<file path="src/cpu_params.svh">
// sizing macros for the core; IMEM_AW must equal log2(IMEM_DEPTH) and stay below 11
`ifndef CPU_PARAMS_SVH
`define CPU_PARAMS_SVH

`define WORD_W      16   // data and instruction width
`define REG_CNT     8    // architectural registers, index fixed at 3 bits
`define IMEM_DEPTH  64   // instruction words
`define IMEM_AW     6    // instruction address bits, pc counts words

`endif

</file>
<file path="src/isaPkg.sv">
// ISA types for the kept subset only; opcodes use the course encoding, no shifts or memory ops
`default_nettype none

package isaPkg;

   typedef enum logic [4:0] {
      opHalt = 5'b00000, opNop  = 5'b00001, opJ    = 5'b00100,
      opAddi = 5'b01000, opSubi = 5'b01001, opXori = 5'b01010, opAndni = 5'b01011,
      opBeqz = 5'b01100, opBnez = 5'b01101, opBltz = 5'b01110, opBgez  = 5'b01111,
      opLbi  = 5'b11000, opAlu  = 5'b11011,
      opSeq  = 5'b11100, opSlt  = 5'b11101, opSle  = 5'b11110, opSco   = 5'b11111
   } opcodeT;

   typedef enum logic [1:0] {aluAdd, aluXor, aluAndn, aluPassB} aluOpT;

   localparam logic [1:0] bSrcReg  = 2'b00;   // register B
   localparam logic [1:0] bSrcSext = 2'b01;   // imm5 sign extended
   localparam logic [1:0] bSrcZext = 2'b10;   // imm5 zero extended
   localparam logic [1:0] bSrcZero = 2'b11;   // constant zero, branches

   localparam logic [1:0] rdHigh = 2'b00;     // dest in [10:8], LBI
   localparam logic [1:0] rdMid  = 2'b01;     // dest in [7:5], immediate group
   localparam logic [1:0] rdLow  = 2'b10;     // dest in [4:2], register group

   localparam logic [2:0] brNone       = 3'b000;
   localparam logic [2:0] brCarry      = 3'b001;  // carry out
   localparam logic [2:0] brZero       = 3'b010;
   localparam logic [2:0] brNotSign    = 3'b011;  // >= 0
   localparam logic [2:0] brSign       = 3'b100;  // < 0
   localparam logic [2:0] brNotZero    = 3'b101;
   localparam logic [2:0] brSignOrZero = 3'b110;  // <= 0

   typedef struct packed {
      logic       regWrt;      // register write in writeback
      logic       wbDataSel;   // 0 alu, 1 imm8
      logic [1:0] bSrc;
      logic [1:0] regDestSel;
      logic       invA;
      logic       invB;
      logic       cin;
      aluOpT      aluOp;
      logic [2:0] brchSig;     // condition code, see br* above
      logic       sOpSel;      // result is the condition bit
      logic       isBranch;
      logic       isJump;
      logic       isHalt;
   } ctrlT;

endpackage

`default_nettype wire

</file>
<file path="src/corePkg.sv">
// sequencer and writeback types; the writeback index is 3 bits, so at most eight registers
`include "cpu_params.svh"
`default_nettype none

package corePkg;

   typedef enum logic [2:0] {
      sIdle,
      sFetch,
      sDecode,
      sExecute,
      sWriteback,
      sHalted
   } seqStateT;

   typedef struct packed {
      logic [2:0]         idx;    // destination register
      logic [`WORD_W-1:0] data;   // value written
   } wbRecT;

endpackage

`default_nettype wire

</file>
<file path="src/controlUnit.sv">
// combinational decode of the kept subset; every other opcode only raises illegal
`include "cpu_params.svh"
`default_nettype none
`timescale 1ns/100ps

module controlUnit import isaPkg::*; (
   input  wire [`WORD_W-1:0] instr,
   output ctrlT              ctrl,
   output logic              illegal
);

   opcodeT op;

   assign op = opcodeT'(instr[15:11]);   // major opcode

   always_comb begin
      ctrl    = '0;              // nop shape, add, reg B
      illegal = 1'b0;
      case (op)
         opHalt: ctrl.isHalt = 1'b1;
         opNop: begin
         end
         opAddi, opSubi, opXori, opAndni: begin
            ctrl.regWrt     = 1'b1;
            ctrl.regDestSel = rdMid;
            ctrl.bSrc       = (op == opAddi || op == opSubi) ? bSrcSext : bSrcZext;
            ctrl.invA       = (op == opSubi);   // imm minus Rs
            ctrl.cin        = (op == opSubi);
            ctrl.invB       = (op == opAndni);  // and with ~imm
            ctrl.aluOp      = (op == opXori) ? aluXor : (op == opAndni) ? aluAndn : aluAdd;
         end
         opAlu: begin
            ctrl.regWrt     = 1'b1;
            ctrl.regDestSel = rdLow;
            ctrl.invA       = (instr[1:0] == 2'b01);  // SUB is Rt minus Rs
            ctrl.cin        = (instr[1:0] == 2'b01);
            ctrl.invB       = (instr[1:0] == 2'b11);  // ANDN
            ctrl.aluOp      = instr[1] ? (instr[0] ? aluAndn : aluXor) : aluAdd;
         end
         opSeq, opSlt, opSle, opSco: begin
            ctrl.regWrt     = 1'b1;
            ctrl.regDestSel = rdLow;
            ctrl.sOpSel     = 1'b1;
            ctrl.invB       = (op != opSco);    // compares need Rs minus Rt
            ctrl.cin        = (op != opSco);
            ctrl.brchSig    = (op == opSeq) ? brZero :
                              (op == opSlt) ? brSign :
                              (op == opSle) ? brSignOrZero : brCarry;
         end
         opBeqz, opBnez, opBltz, opBgez: begin
            ctrl.isBranch = 1'b1;
            ctrl.bSrc     = bSrcZero;           // Rs plus 0 sets the flags
            ctrl.brchSig  = (op == opBeqz) ? brZero :
                            (op == opBnez) ? brNotZero :
                            (op == opBltz) ? brSign : brNotSign;
         end
         opLbi: begin
            ctrl.regWrt     = 1'b1;
            ctrl.wbDataSel  = 1'b1;             // sign extended imm8
            ctrl.regDestSel = rdHigh;
            ctrl.aluOp      = aluPassB;
         end
         opJ: ctrl.isJump = 1'b1;
         default: illegal = 1'b1;               // cut or unknown opcode
      endcase
   end

endmodule

`default_nettype wire

</file>
<file path="src/seqFsm.sv">
// four-cycle sequencer holding the IR; run is honoured only in idle or halted
`include "cpu_params.svh"
`default_nettype none
`timescale 1ns/100ps

module seqFsm import corePkg::*, isaPkg::*; (
   input  wire                 clk,
   input  wire                 rstN,
   input  wire                 run,
   input  wire ctrlT           ctrl,
   input  wire                 illegal,
   input  wire                 condTrue,
   input  wire [`WORD_W-1:0]   imemData,   // word at pc
   input  wire [`WORD_W-1:0]   aluResult,
   output logic [`WORD_W-1:0]  instr,      // instruction register
   output logic                irLoad,
   output logic                pcClear,
   output logic                pcInc,
   output logic                pcLoad,
   output logic [10:0]         pcOffset,
   output logic                regWe,
   output logic                wbValid,
   output wbRecT               wbRec,
   output logic                halted,
   output logic                err
);

   seqStateT state;
   seqStateT nextState;
   logic     start;   // run accepted
   logic     stop;    // halt or illegal ends the program

   assign start = run && (state == sIdle || state == sHalted);
   assign stop  = ctrl.isHalt || illegal;

   always_comb begin
      nextState = state;
      case (state)
         sIdle, sHalted: begin
            if (start) nextState = sFetch;
         end
         sFetch:     nextState = sDecode;
         sDecode:    nextState = sExecute;
         sExecute:   nextState = sWriteback;
         sWriteback: nextState = stop ? sHalted : sFetch;
         default:    nextState = sIdle;
      endcase
   end

   always_ff @(posedge clk or negedge rstN) begin
      if (!rstN) begin
         state <= sIdle;
         err   <= 1'b0;
      end else begin
         state <= nextState;
         if (start) err <= 1'b0;
         else if (state == sWriteback && stop) err <= illegal;
      end
   end

   always_ff @(posedge clk) begin
      if (irLoad) instr <= imemData;   // latched at end of fetch
   end

   assign irLoad   = (state == sFetch);
   assign pcClear  = start;
   assign pcLoad   = (state == sWriteback) && (ctrl.isJump || (ctrl.isBranch && condTrue));
   assign pcInc    = (state == sWriteback) && !pcLoad;
   assign pcOffset = ctrl.isJump ? instr[10:0] : {{3{instr[7]}}, instr[7:0]};
   assign regWe    = (state == sWriteback) && ctrl.regWrt;
   assign wbValid  = regWe;             // same cycle as the rf write
   assign halted   = (state == sHalted);

   always_comb begin
      wbRec.data = aluResult;
      case (ctrl.regDestSel)
         rdMid:   wbRec.idx = instr[7:5];
         rdLow:   wbRec.idx = instr[4:2];
         default: wbRec.idx = instr[10:8];   // LBI
      endcase
   end

   // halt and illegal words decode with no register write
   noStopWrite: assert property (@(posedge clk) disable iff (!rstN)
      wbValid |-> !stop);

endmodule

`default_nettype wire

</file>
<file path="src/pcCounter.sv">
// word-addressed pc; relative targets wrap at the instruction memory depth
`include "cpu_params.svh"
`default_nettype none
`timescale 1ns/100ps

module pcCounter (
   input  wire                  clk,
   input  wire                  rstN,
   input  wire                  clear,
   input  wire                  pcInc,
   input  wire                  pcLoad,
   input  wire [10:0]           offset,   // already sign extended to 11 bits
   output logic [`IMEM_AW-1:0]  pc
);

   logic [10:0] target;

   assign target = 11'(pc) + 11'd1 + offset;   // next pc plus offset

   always_ff @(posedge clk or negedge rstN) begin
      if (!rstN) pc <= '0;
      else if (clear) pc <= '0;                        // run restarts at 0
      else if (pcLoad) pc <= target[`IMEM_AW-1:0];
      else if (pcInc) pc <= pc + 1'b1;
   end

   // sequencer picks one pc source per writeback
   pcOneSrc: assert property (@(posedge clk) disable iff (!rstN) !(pcInc && pcLoad));

endmodule

`default_nettype wire

</file>
<file path="src/regFile.sv">
// register file with async reset to zero; DEPTH must not exceed eight for the 3-bit index
`include "cpu_params.svh"
`default_nettype none
`timescale 1ns/100ps

module regFile import corePkg::*; #(
   parameter int DEPTH = `REG_CNT
) (
   input  wire                 clk,
   input  wire                 rstN,
   input  wire                 we,
   input  wire wbRecT          wrRec,
   input  wire [2:0]           rdA,
   input  wire [2:0]           rdB,
   output logic [`WORD_W-1:0]  dataA,
   output logic [`WORD_W-1:0]  dataB
);

   logic [`WORD_W-1:0] regs [DEPTH];

   always_ff @(posedge clk or negedge rstN) begin
      if (!rstN) begin
         for (int i = 0; i < DEPTH; i++) begin
            regs[i] <= '0;
         end
      end else if (we) begin
         regs[wrRec.idx] <= wrRec.data;   // visible next cycle
      end
   end

   assign dataA = regs[rdA];   // Rs
   assign dataB = regs[rdB];   // Rt

   // writes come from the decoded IR, never from an unloaded one
   wrKnown: assert property (@(posedge clk) disable iff (!rstN) we |-> !$isunknown(wrRec.idx));

endmodule

`default_nettype wire

</file>
<file path="src/aluUnit.sv">
// single adder plus logic ops; less-than uses sign xor overflow, so signed compares are exact
`include "cpu_params.svh"
`default_nettype none
`timescale 1ns/100ps

module aluUnit import isaPkg::*; (
   input  wire ctrlT           ctrl,
   input  wire [`WORD_W-1:0]   opA,
   input  wire [`WORD_W-1:0]   instr,
   input  wire [`WORD_W-1:0]   regB,
   output logic [`WORD_W-1:0]  result,
   output logic                condTrue
);

   logic [`WORD_W-1:0] bSel;
   logic [`WORD_W-1:0] aIn;
   logic [`WORD_W-1:0] bIn;
   logic [`WORD_W:0]   sum;      // carry on top
   logic               zeroF;
   logic               signF;
   logic               carryF;
   logic               ovf;

   always_comb begin
      case (ctrl.bSrc)
         bSrcReg:  bSel = regB;
         bSrcSext: bSel = {{(`WORD_W-5){instr[4]}}, instr[4:0]};
         bSrcZext: bSel = {{(`WORD_W-5){1'b0}}, instr[4:0]};
         default:  bSel = '0;
      endcase
   end

   assign aIn    = ctrl.invA ? ~opA : opA;
   assign bIn    = ctrl.invB ? ~bSel : bSel;
   assign sum    = {1'b0, aIn} + {1'b0, bIn} + {{`WORD_W{1'b0}}, ctrl.cin};
   assign zeroF  = (sum[`WORD_W-1:0] == '0);
   assign ovf    = (aIn[`WORD_W-1] == bIn[`WORD_W-1]) && (sum[`WORD_W-1] != aIn[`WORD_W-1]);
   assign signF  = sum[`WORD_W-1] ^ ovf;   // plain sign bit when B is 0
   assign carryF = sum[`WORD_W];

   always_comb begin
      case (ctrl.brchSig)
         brCarry:      condTrue = carryF;
         brZero:       condTrue = zeroF;
         brNotSign:    condTrue = !signF;
         brSign:       condTrue = signF;
         brNotZero:    condTrue = !zeroF;
         brSignOrZero: condTrue = signF || zeroF;
         default:      condTrue = 1'b0;
      endcase
   end

   always_comb begin
      case (ctrl.aluOp)
         aluAdd:  result = sum[`WORD_W-1:0];
         aluXor:  result = aIn ^ bIn;
         aluAndn: result = aIn & bIn;      // invB supplies the not
         default: result = bIn;            // pass B
      endcase
      if (ctrl.sOpSel)
         result = {{(`WORD_W-1){1'b0}}, condTrue};            // set ops give 0 or 1
      if (ctrl.wbDataSel)
         result = {{(`WORD_W-8){instr[7]}}, instr[7:0]};      // LBI
   end

endmodule

`default_nettype wire

</file>
<file path="src/instrMem.sv">
// instruction store with async read; loading while the core runs is not guarded here
`include "cpu_params.svh"
`default_nettype none
`timescale 1ns/100ps

module instrMem #(
   parameter int DEPTH = `IMEM_DEPTH
) (
   input  wire                      clk,
   input  wire                      we,
   input  wire [$clog2(DEPTH)-1:0]  wrAddr,
   input  wire [`WORD_W-1:0]        wrData,
   input  wire [$clog2(DEPTH)-1:0]  rdAddr,
   output logic [`WORD_W-1:0]       rdData
);

   logic [`WORD_W-1:0] mem [DEPTH];

   always_ff @(posedge clk) begin
      if (we) mem[wrAddr] <= wrData;   // program load
   end

   assign rdData = mem[rdAddr];   // word at pc

endmodule

`default_nettype wire

</file>
<file path="src/cpuTop.sv">
// core top; progWe is only safe while idle or halted, and wbValid has no back-pressure
`include "cpu_params.svh"
`default_nettype none
`timescale 1ns/100ps

module cpuTop import isaPkg::*, corePkg::*; (
   input  wire                   clk,
   input  wire                   rstN,
   input  wire                   progWe,
   input  wire [`IMEM_AW-1:0]    progAddr,
   input  wire [`WORD_W-1:0]     progData,
   input  wire                   run,
   output logic                  wbValid,
   output wbRecT                 wbRec,
   output logic                  halted,
   output logic                  err
);

   ctrlT                ctrl;
   logic                illegal;
   logic                condTrue;
   logic [`WORD_W-1:0]  instr;       // IR from the sequencer
   logic [`WORD_W-1:0]  imemData;
   logic [`WORD_W-1:0]  aluResult;
   logic [`WORD_W-1:0]  dataA;
   logic [`WORD_W-1:0]  dataB;
   logic [`IMEM_AW-1:0] pc;
   logic [10:0]         pcOffset;
   logic                pcClear;
   logic                pcInc;
   logic                pcLoad;
   logic                regWe;

   instrMem #(.DEPTH(`IMEM_DEPTH)) imem0 (
      .clk(clk), .we(progWe), .wrAddr(progAddr), .wrData(progData),
      .rdAddr(pc), .rdData(imemData)
   );

   seqFsm seq0 (
      .clk(clk), .rstN(rstN), .run(run), .ctrl(ctrl), .illegal(illegal),
      .condTrue(condTrue), .imemData(imemData), .aluResult(aluResult),
      .instr(instr),
      .irLoad(),                  // IR is loaded inside the sequencer
      .pcClear(pcClear), .pcInc(pcInc), .pcLoad(pcLoad), .pcOffset(pcOffset),
      .regWe(regWe), .wbValid(wbValid), .wbRec(wbRec), .halted(halted), .err(err)
   );

   controlUnit dec0 (
      .instr(instr), .ctrl(ctrl), .illegal(illegal)
   );

   pcCounter pc0 (
      .clk(clk), .rstN(rstN), .clear(pcClear), .pcInc(pcInc), .pcLoad(pcLoad),
      .offset(pcOffset), .pc(pc)
   );

   regFile #(.DEPTH(`REG_CNT)) rf0 (
      .clk(clk), .rstN(rstN), .we(regWe), .wrRec(wbRec),
      .rdA(instr[10:8]), .rdB(instr[7:5]),     // Rs and Rt fields
      .dataA(dataA), .dataB(dataB)
   );

   aluUnit alu0 (
      .ctrl(ctrl), .opA(dataA), .instr(instr), .regB(dataB),
      .result(aluResult), .condTrue(condTrue)
   );

endmodule

`default_nettype wire

</file>
<file path="config.mk">
export PLATFORM = sky130hd
export DESIGN_NAME = cpuTop
export DESIGN_NICKNAME = d
export VERILOG_FILES = /design/src/isaPkg.sv /design/src/corePkg.sv /design/src/controlUnit.sv /design/src/seqFsm.sv /design/src/pcCounter.sv /design/src/regFile.sv /design/src/aluUnit.sv /design/src/instrMem.sv /design/src/cpuTop.sv
export VERILOG_INCLUDE_DIRS = /design/src
export SDC_FILE = /design/constraint.sdc
export NUM_CORES = 1
export LEC_CHECK = 0
export BUFFER_PORTS_ARGS = -buffer_cell sky130_fd_sc_hd__buf_2
export CAP_MARGIN = 20
export CORE_MARGIN = 3
export CORE_UTILIZATION = 55
export CTS_CLUSTER_DIAMETER = 200
export DETAILED_ROUTE_END_ITERATION = 6
export GPL_TIMING_DRIVEN = 0
export PLACE_DENSITY = 0.73
export SYNTH_ARGS = -nofsm -noshare
export SYNTH_HDL_FRONTEND = slang
export SYNTH_SLANG_ARGS = --single-unit
</file>
<file path="constraint.sdc">
create_clock -name clk -period 4.77 [get_ports clk]
set_input_delay 0 -clock clk [delete_from_list [all_inputs] [get_ports clk]]
set_output_delay 0 -clock clk [all_outputs]
set_load 0.05 [all_outputs]
</file>
* Word level (Yosys, flattened, before mapping)
Memories as Yosys holds them, arrays and structs flattened. A register that Yosys moved wholly into a read port is not among the register bits.
Cells that the tools add are included.
** Word-level totals
- Bits in registers :: 138
- Bits in writable memories :: 1024
- Input port bits :: 26
- Logic and storage cells :: 149
- Memories kept :: 1
** Cells by class
- Add/sub/neg operators :: 5
- $lt $le $gt $ge :: 4
- Equality and inequality tests :: 39
- Muxes and demuxes :: 51
- Bitwise operators :: 8
- Reductions and logical operators :: 30
** Memories
- imem0.mem :: words 64, width 16, read ports 1, clocked after memory_dff 1, wr ports 1, line instrMem.sv:17 : logic [`WORD_W-1:0] mem [DEPTH];
** Operator list (count)
- $mux W16 :: 9
- $bwmux W128 :: 1
- $bmux W16 S3 :: 2
- $pmux W16 S3 :: 2
- $demux W16 S3 :: 1
- $eq A5 B4 Y1 const B :: 8
- $not A16 Y16 :: 2
- $eq A5 B5 Y1 const B :: 6
- $mux W3 :: 8
- $mux W6 :: 3
- $add A16 B16 Y17 :: 1
- $add A17 B1 Y17 :: 1
- $reduce_or A17 Y1 :: 1
- $and A16 B16 Y16 :: 1
- $logic_not A16 Y1 :: 1
- $xor A16 B16 Y16 :: 1
- $eq A3 B3 Y1 const B :: 5
- $pmux W3 S5 :: 1
- $add A6 B1 Y6 const B :: 2
- $eq A3 B2 Y1 const B :: 4
- $ge A4 B4 Y1 const B :: 3
- $not A3 Y4 :: 3
- $pmux W2 S3 :: 2
- $pmux W3 S2 :: 2
- 29 further kinds :: 67

* Longest topological paths before layout
- Depth in word-level cells :: 23
- Mapped depth :: 21
- Gate-level depth less buffers :: 18

* Modules after synthesis
A second synthesis with hierarchy kept.
** Second synthesis, totals
- Cells, all modules :: 2788
- Area, all modules :: 51159.1 um2
** By module, submodules not included
- instrMem :: instances 1, cells each 1813, area each 39721.8 um2, sequential area each 30749.5 um2
- regFile :: instances 1, cells each 393, area each 6991.7 um2, sequential area each 3203.1 um2
- aluUnit :: instances 1, cells each 373, area each 2498.6 um2, sequential area each 0.0 um2
- seqFsm :: instances 1, cells each 90, area each 1058.5 um2, sequential area each 580.6 um2
- pcCounter :: instances 1, cells each 65, area each 585.6 um2, sequential area each 150.1 um2
- controlUnit :: instances 1, cells each 54, area each 302.8 um2, sequential area each 0.0 um2

* Worst setup path after synthesis
OpenSTA, ideal clock, no wires.
- Path kind :: flip-flop to flip-flop
- Start :: register seq0.instr[5], read port of imem0.mem
- End :: register rf0.regs[0] (netlist bit)
- Setup time :: 0.068 ns
- Data arrival time :: 5.265 ns
- Data required time :: 4.702 ns
- Slack :: -0.563 ns
- Stages on the path, launching flop included :: 21
- Buffers on the path :: 2
- Period minus slack after synthesis :: 5.333 ns
- Path through :: edfxtp_1 -> clkbuf_1 -> buf_1 -> mux4_2 -> mux2i_1 -> nor2_1 -> a21oi_1 -> xnor2_1 -> fa_1 -> inv_1 -> fa_1 -> nand2b_1 -> a21oi_1 -> o311ai_2 -> mux2i_1 -> nand2_1 -> nor4_1 -> o2111ai_1 -> a31o_1 -> o21ai_2 -> mux2_2
** RTL lines
- start, declared :: line seqFsm.sv:15 : output logic [`WORD_W-1:0] instr,
- end signal, assigned by index :: line regFile.sv:27 : regs[wrRec.idx] <= wrRec.data;
- end, declared :: line regFile.sv:19 : logic [`WORD_W-1:0] regs [DEPTH];

==> results.md <==
- Status: finished with violations
- Failing checks: negative setup slack
- Initial DRC count: 3292
- Gate Count Post-Synth: 2549
- Leak: 19.0 nW
- Via Count: 27100
- Sw frac: 35.3%
- Residual DRC: 0
- Initial antenna violation count: 7
- Count of pins over their slew limit: 0
- Ys Warns: 0
- CP startpoint: seq0.instr[5]
- Synthesized cell area: 49300 µm²
- Worst r2r src: seq0.instr[5]
- Clk_skew: 51.9 ps
- R2r endpoint: pc0.pc[5]
- Synth Net Count: 2602
- Setup TNS: -8850 ps
- DR WL/cell: 31.1 µm
- Bufs on Longest Clock Path: 3
- Critical path depth: 21
- Distinct cells, synth: 74
- Share of layout cells above drive strength 1: 32.6%
- Actual slew at the worst max-slew pin: 1130 ps
- CP Cell Sequence: buf_8, buf_12, mux4_2, mux2i_4, nor2_2, a21oi_2, xnor2_2, fa_2, inv_2, fa_2, nand2b_4, a21oi_4, o311ai_4, buf_6, mux2i_4, nand2_2, nor4_4, o2111ai_2, a31o_1, o21ai_4, buf_6
- Chip Width: 305 µm
- Req. time, crit path: 4770 ps
- Worst IR drop on VDD: 0.000434 V
- DRT antenna net count: 0
- Tot GR Track Use: 27.6%
- CTS root buf: clkbuf_16
- Nets: 2889
- CP max stage cell: mux4_2
- #FFs+latches synth: 1178
- Buf/Inv on CP: 5
- Buffers on Ports: 42
- Worst hold path class: in -> reg
- P_int: 23.9 mW
- Worst R2R Path Depth: 25
- CP arrival: 5430 ps
- Clock Latency Late Sink: 720 ps
- Drt first pass iters: 6
- Nature of the critical path endpoint: output pin
- R2r setup slk: -620 ps
- H-Tree Depth: 3
- Starting Density: 55.6%
- Final hold violations: 0
- Final WL: 127 mm
- Placed insts: 3789
- CTS buffer count: 114
- Crit share post-route: 114%
- Area of the multi-input gates: 14500 µm²
- Number of synthesized flops with an enable pin: 1040
- CORE AREA: 88600 µm²
- Setup-failing EPs final: 25
- Setup ws final: -658 ps
- Max FO, Critical Path: 4
- Seq pwr share: 33.0%
- Post-DP HPWL: 80.7 mm
- Net switching power: 13.1 mW
- Layout area overhead: 16.8%
- Area taken by flip-flops and latches: 34700 µm²
- Synth area leaders: edfxtp_1, mux4_2, dfrtp_1
- Clock transition at the registers of the reported paths: 60 ps
- Max Freq: 184 MHz
- Std-Cell Rows: 109
- Die area: 93300 µm²
- Startpoint types: register
- Worst setup path end: wbRec[0]
- FILL cells: 5734
- Synthesized area per cell: 19.3 µm²
- Die height: 305 µm
- Sequential share of the synthesized area: 70.3%
- Vias per cell: 6.60
- Max-cap violations: 0
- Fin crit period: 5430 ps
- Max incr delay on CP: 510 ps
- RD Place Congestion: 0.917
- CP Class: reg -> out
- Slew margin rel.: 25.0%
- First-pass GRT wire length: 188 mm
- Util after Layout: 64.9%
- I/O pin cnt: 48
- Vias in the first global route: 27400
- Clock Power Share: 26.6%
- Asr flop ratio synth: 11.7%
- CTS tree: yes
- Fin cells: 4101
- Post-synth top area cell: edfxtp_1
- Gate power share: 40.4%
- Crit-path leading delay family: compound AO/OA/AOI/OAI gates
- GR Overflow Total: 0
- Top_reg_cell synth: edfxtp_1
- CTS sink count: 1178
- RSZ-0062 raised after global routing: true
- Pwr dens: 642 nW/µm²
- Largest net degree at the start of global routing: 81
- Post-synth top area share: 63.3%
-- Yosys cell counts, types with 4 or more instances --
master        n
ha_1         24
mux2i_1      40
o2111ai_1     4
nand3b_1      6
nor3_1       12
buf_6         6
nor2_1      203
or3_1         6
o21ai_0      30
nor3b_1       6
buf_1        40
mux4_2      400
a21o_1       10
buf_2         6
nand2_1      57
nand2b_1     10
a31oi_1       8
a22oi_1       8
xor2_1       17
nor2b_1       9
o31ai_1       4
and3_1        4
nand3_1      15
o22ai_1       6
edfxtp_1   1040
a222oi_1      4
xnor2_1      28
o21ai_1      15
o211ai_1      6
clkbuf_1    109
a221oi_1      6
dfrtp_1     138
a21oi_1     125
and2_1        4
o21a_1       16
inv_1        40
nand4_1       4
a211o_1       4
mux2_2       26
-- worst min-delay path by stage --
stage | startpoint | end | slack [ps] | cells after the start
2_1_floorplan | rstN | pc0.pc[0] | -300 | 0
3_3_place_gp | run | seq0.state[0] | 340 | 3
3_5_place_dp | rstN | rf0.regs[107] | 110 | 1
4_1_cts | progWe | imem0.mem[33][6] | 5 | 3
5_1_grt | progWe | imem0.mem[33][6] | 50 | 3
6_report | progWe | imem0.mem[33][6] | 60 | 3
-- worst min-delay path, cell delays in order --
cell and delay, ps:
buf_2 160, nand4_1 240, nor3_2 160
-- power groups by stage --
stage | combinational [mW] | clock (mW) | sequential [mW]
floorplan | 8.82 | 0 | 12.2
global placement | 12.4 | 0 | 12.3
detailed placement | 12.7 | 0 | 12.4
CTS | 14.2 | 9.93 | 12.2
global route | 15.7 | 10.3 | 12.2
finish | 15.0 | 9.82 | 12.2
-- area by class of cell --
cell class | instances | area share (%)
Clock inverter | 85 | 2.06
Clock buffer | 130 | 5.11
Buffer | 156 | 1.42
Antenna cell | 1 | 0.00435
Multi-Input combinational cell | 1166 | 25.2
Sequential cell | 1178 | 60.2
Inverter | 41 | 0.267
Tap cell | 1165 | 2.53
Timing Repair Buffer | 179 | 3.18
-- flip-flops by register name, indices dropped and copies added, names as in the netlist --
| signal | flops |
|---|---|
| pc0.pc | 6 |
| seq0.instr | 16 |
| seq0.err | 1 |
| rf0.regs | 128 |
| seq0.state | 3 |
| imem0.mem | 1024 |
-- layout by cell type (no fill, tap or decap), drive strengths merged, types with 5 or more instances in the layout --
cell type and n:
mux4 400, a211oi 6, nand3 15, a31oi 9
a22oi 8, a221oi 7, mux2i 40, nand2b 10
ha 24, xor2 17, xnor2 28, nor3 13
o21a 16, buf 212, nor2b 9, nand3b 6
dfrtp 138, bufinv 26, mux2 27, o21ai 47
or3 6, inv 44, o22ai 6, clkbuf 231
o211ai 6, nor2 203, nand2 57, a21oi 125
and3 6, a21o 10, dlygate4sd3 20, clkinvlp 5
clkinv 51, edfxtp 1040, nor3b 6
-- stage by stage --
step | power, mW | hold slack (ps) | setup WS [ps] | instance area, µm²
after floorplan | 21.1 | -296 | 4.81 | 49300
after global placement | 24.7 | 341 | -1360 | 51000
after detailed placement | 25.1 | 107 | -1480 | 51600
after CTS | 36.3 | 5.11 | -643 | 56900
after global routing | 38.3 | 48.4 | -771 | 57600
final | 37.0 | 62.1 | -658 | 57600
-- repair_timing --
item,CTS,global route
buffers inserted,47,22
pin swaps,41,35
setup endpoints to repair,134,41
hold buffers,10,11
resized for setup,156,44
cloned,1,0
endpoints found under the hold margin,346,393
-- routing by layer --
metal	vias to the layer above	routed length, µm	track usage (%)
met1	14300	48600	38.4
met3	283	10400	4.79
li1	11000	-	-
met4	6	5020	10.2
met5	-	67	0
met2	1438	63400	44.6
-- cells by family (layout without fill, tap and decap cells) --
group           count (synthesis)  after routing  share of synthesized area [%]
flops                        1178           1178                           70.3
other cells                     0              1                              0
buf+inv                       205            591                           1.69
compound gates                278            278                           3.57
mux                           467            467                           19.7
xor+xnor                       45             45                          0.799
fa+ha+maj                      27             27                          0.731
simple gates                  349            349                           3.15
(Power assumes the default switching activity.)
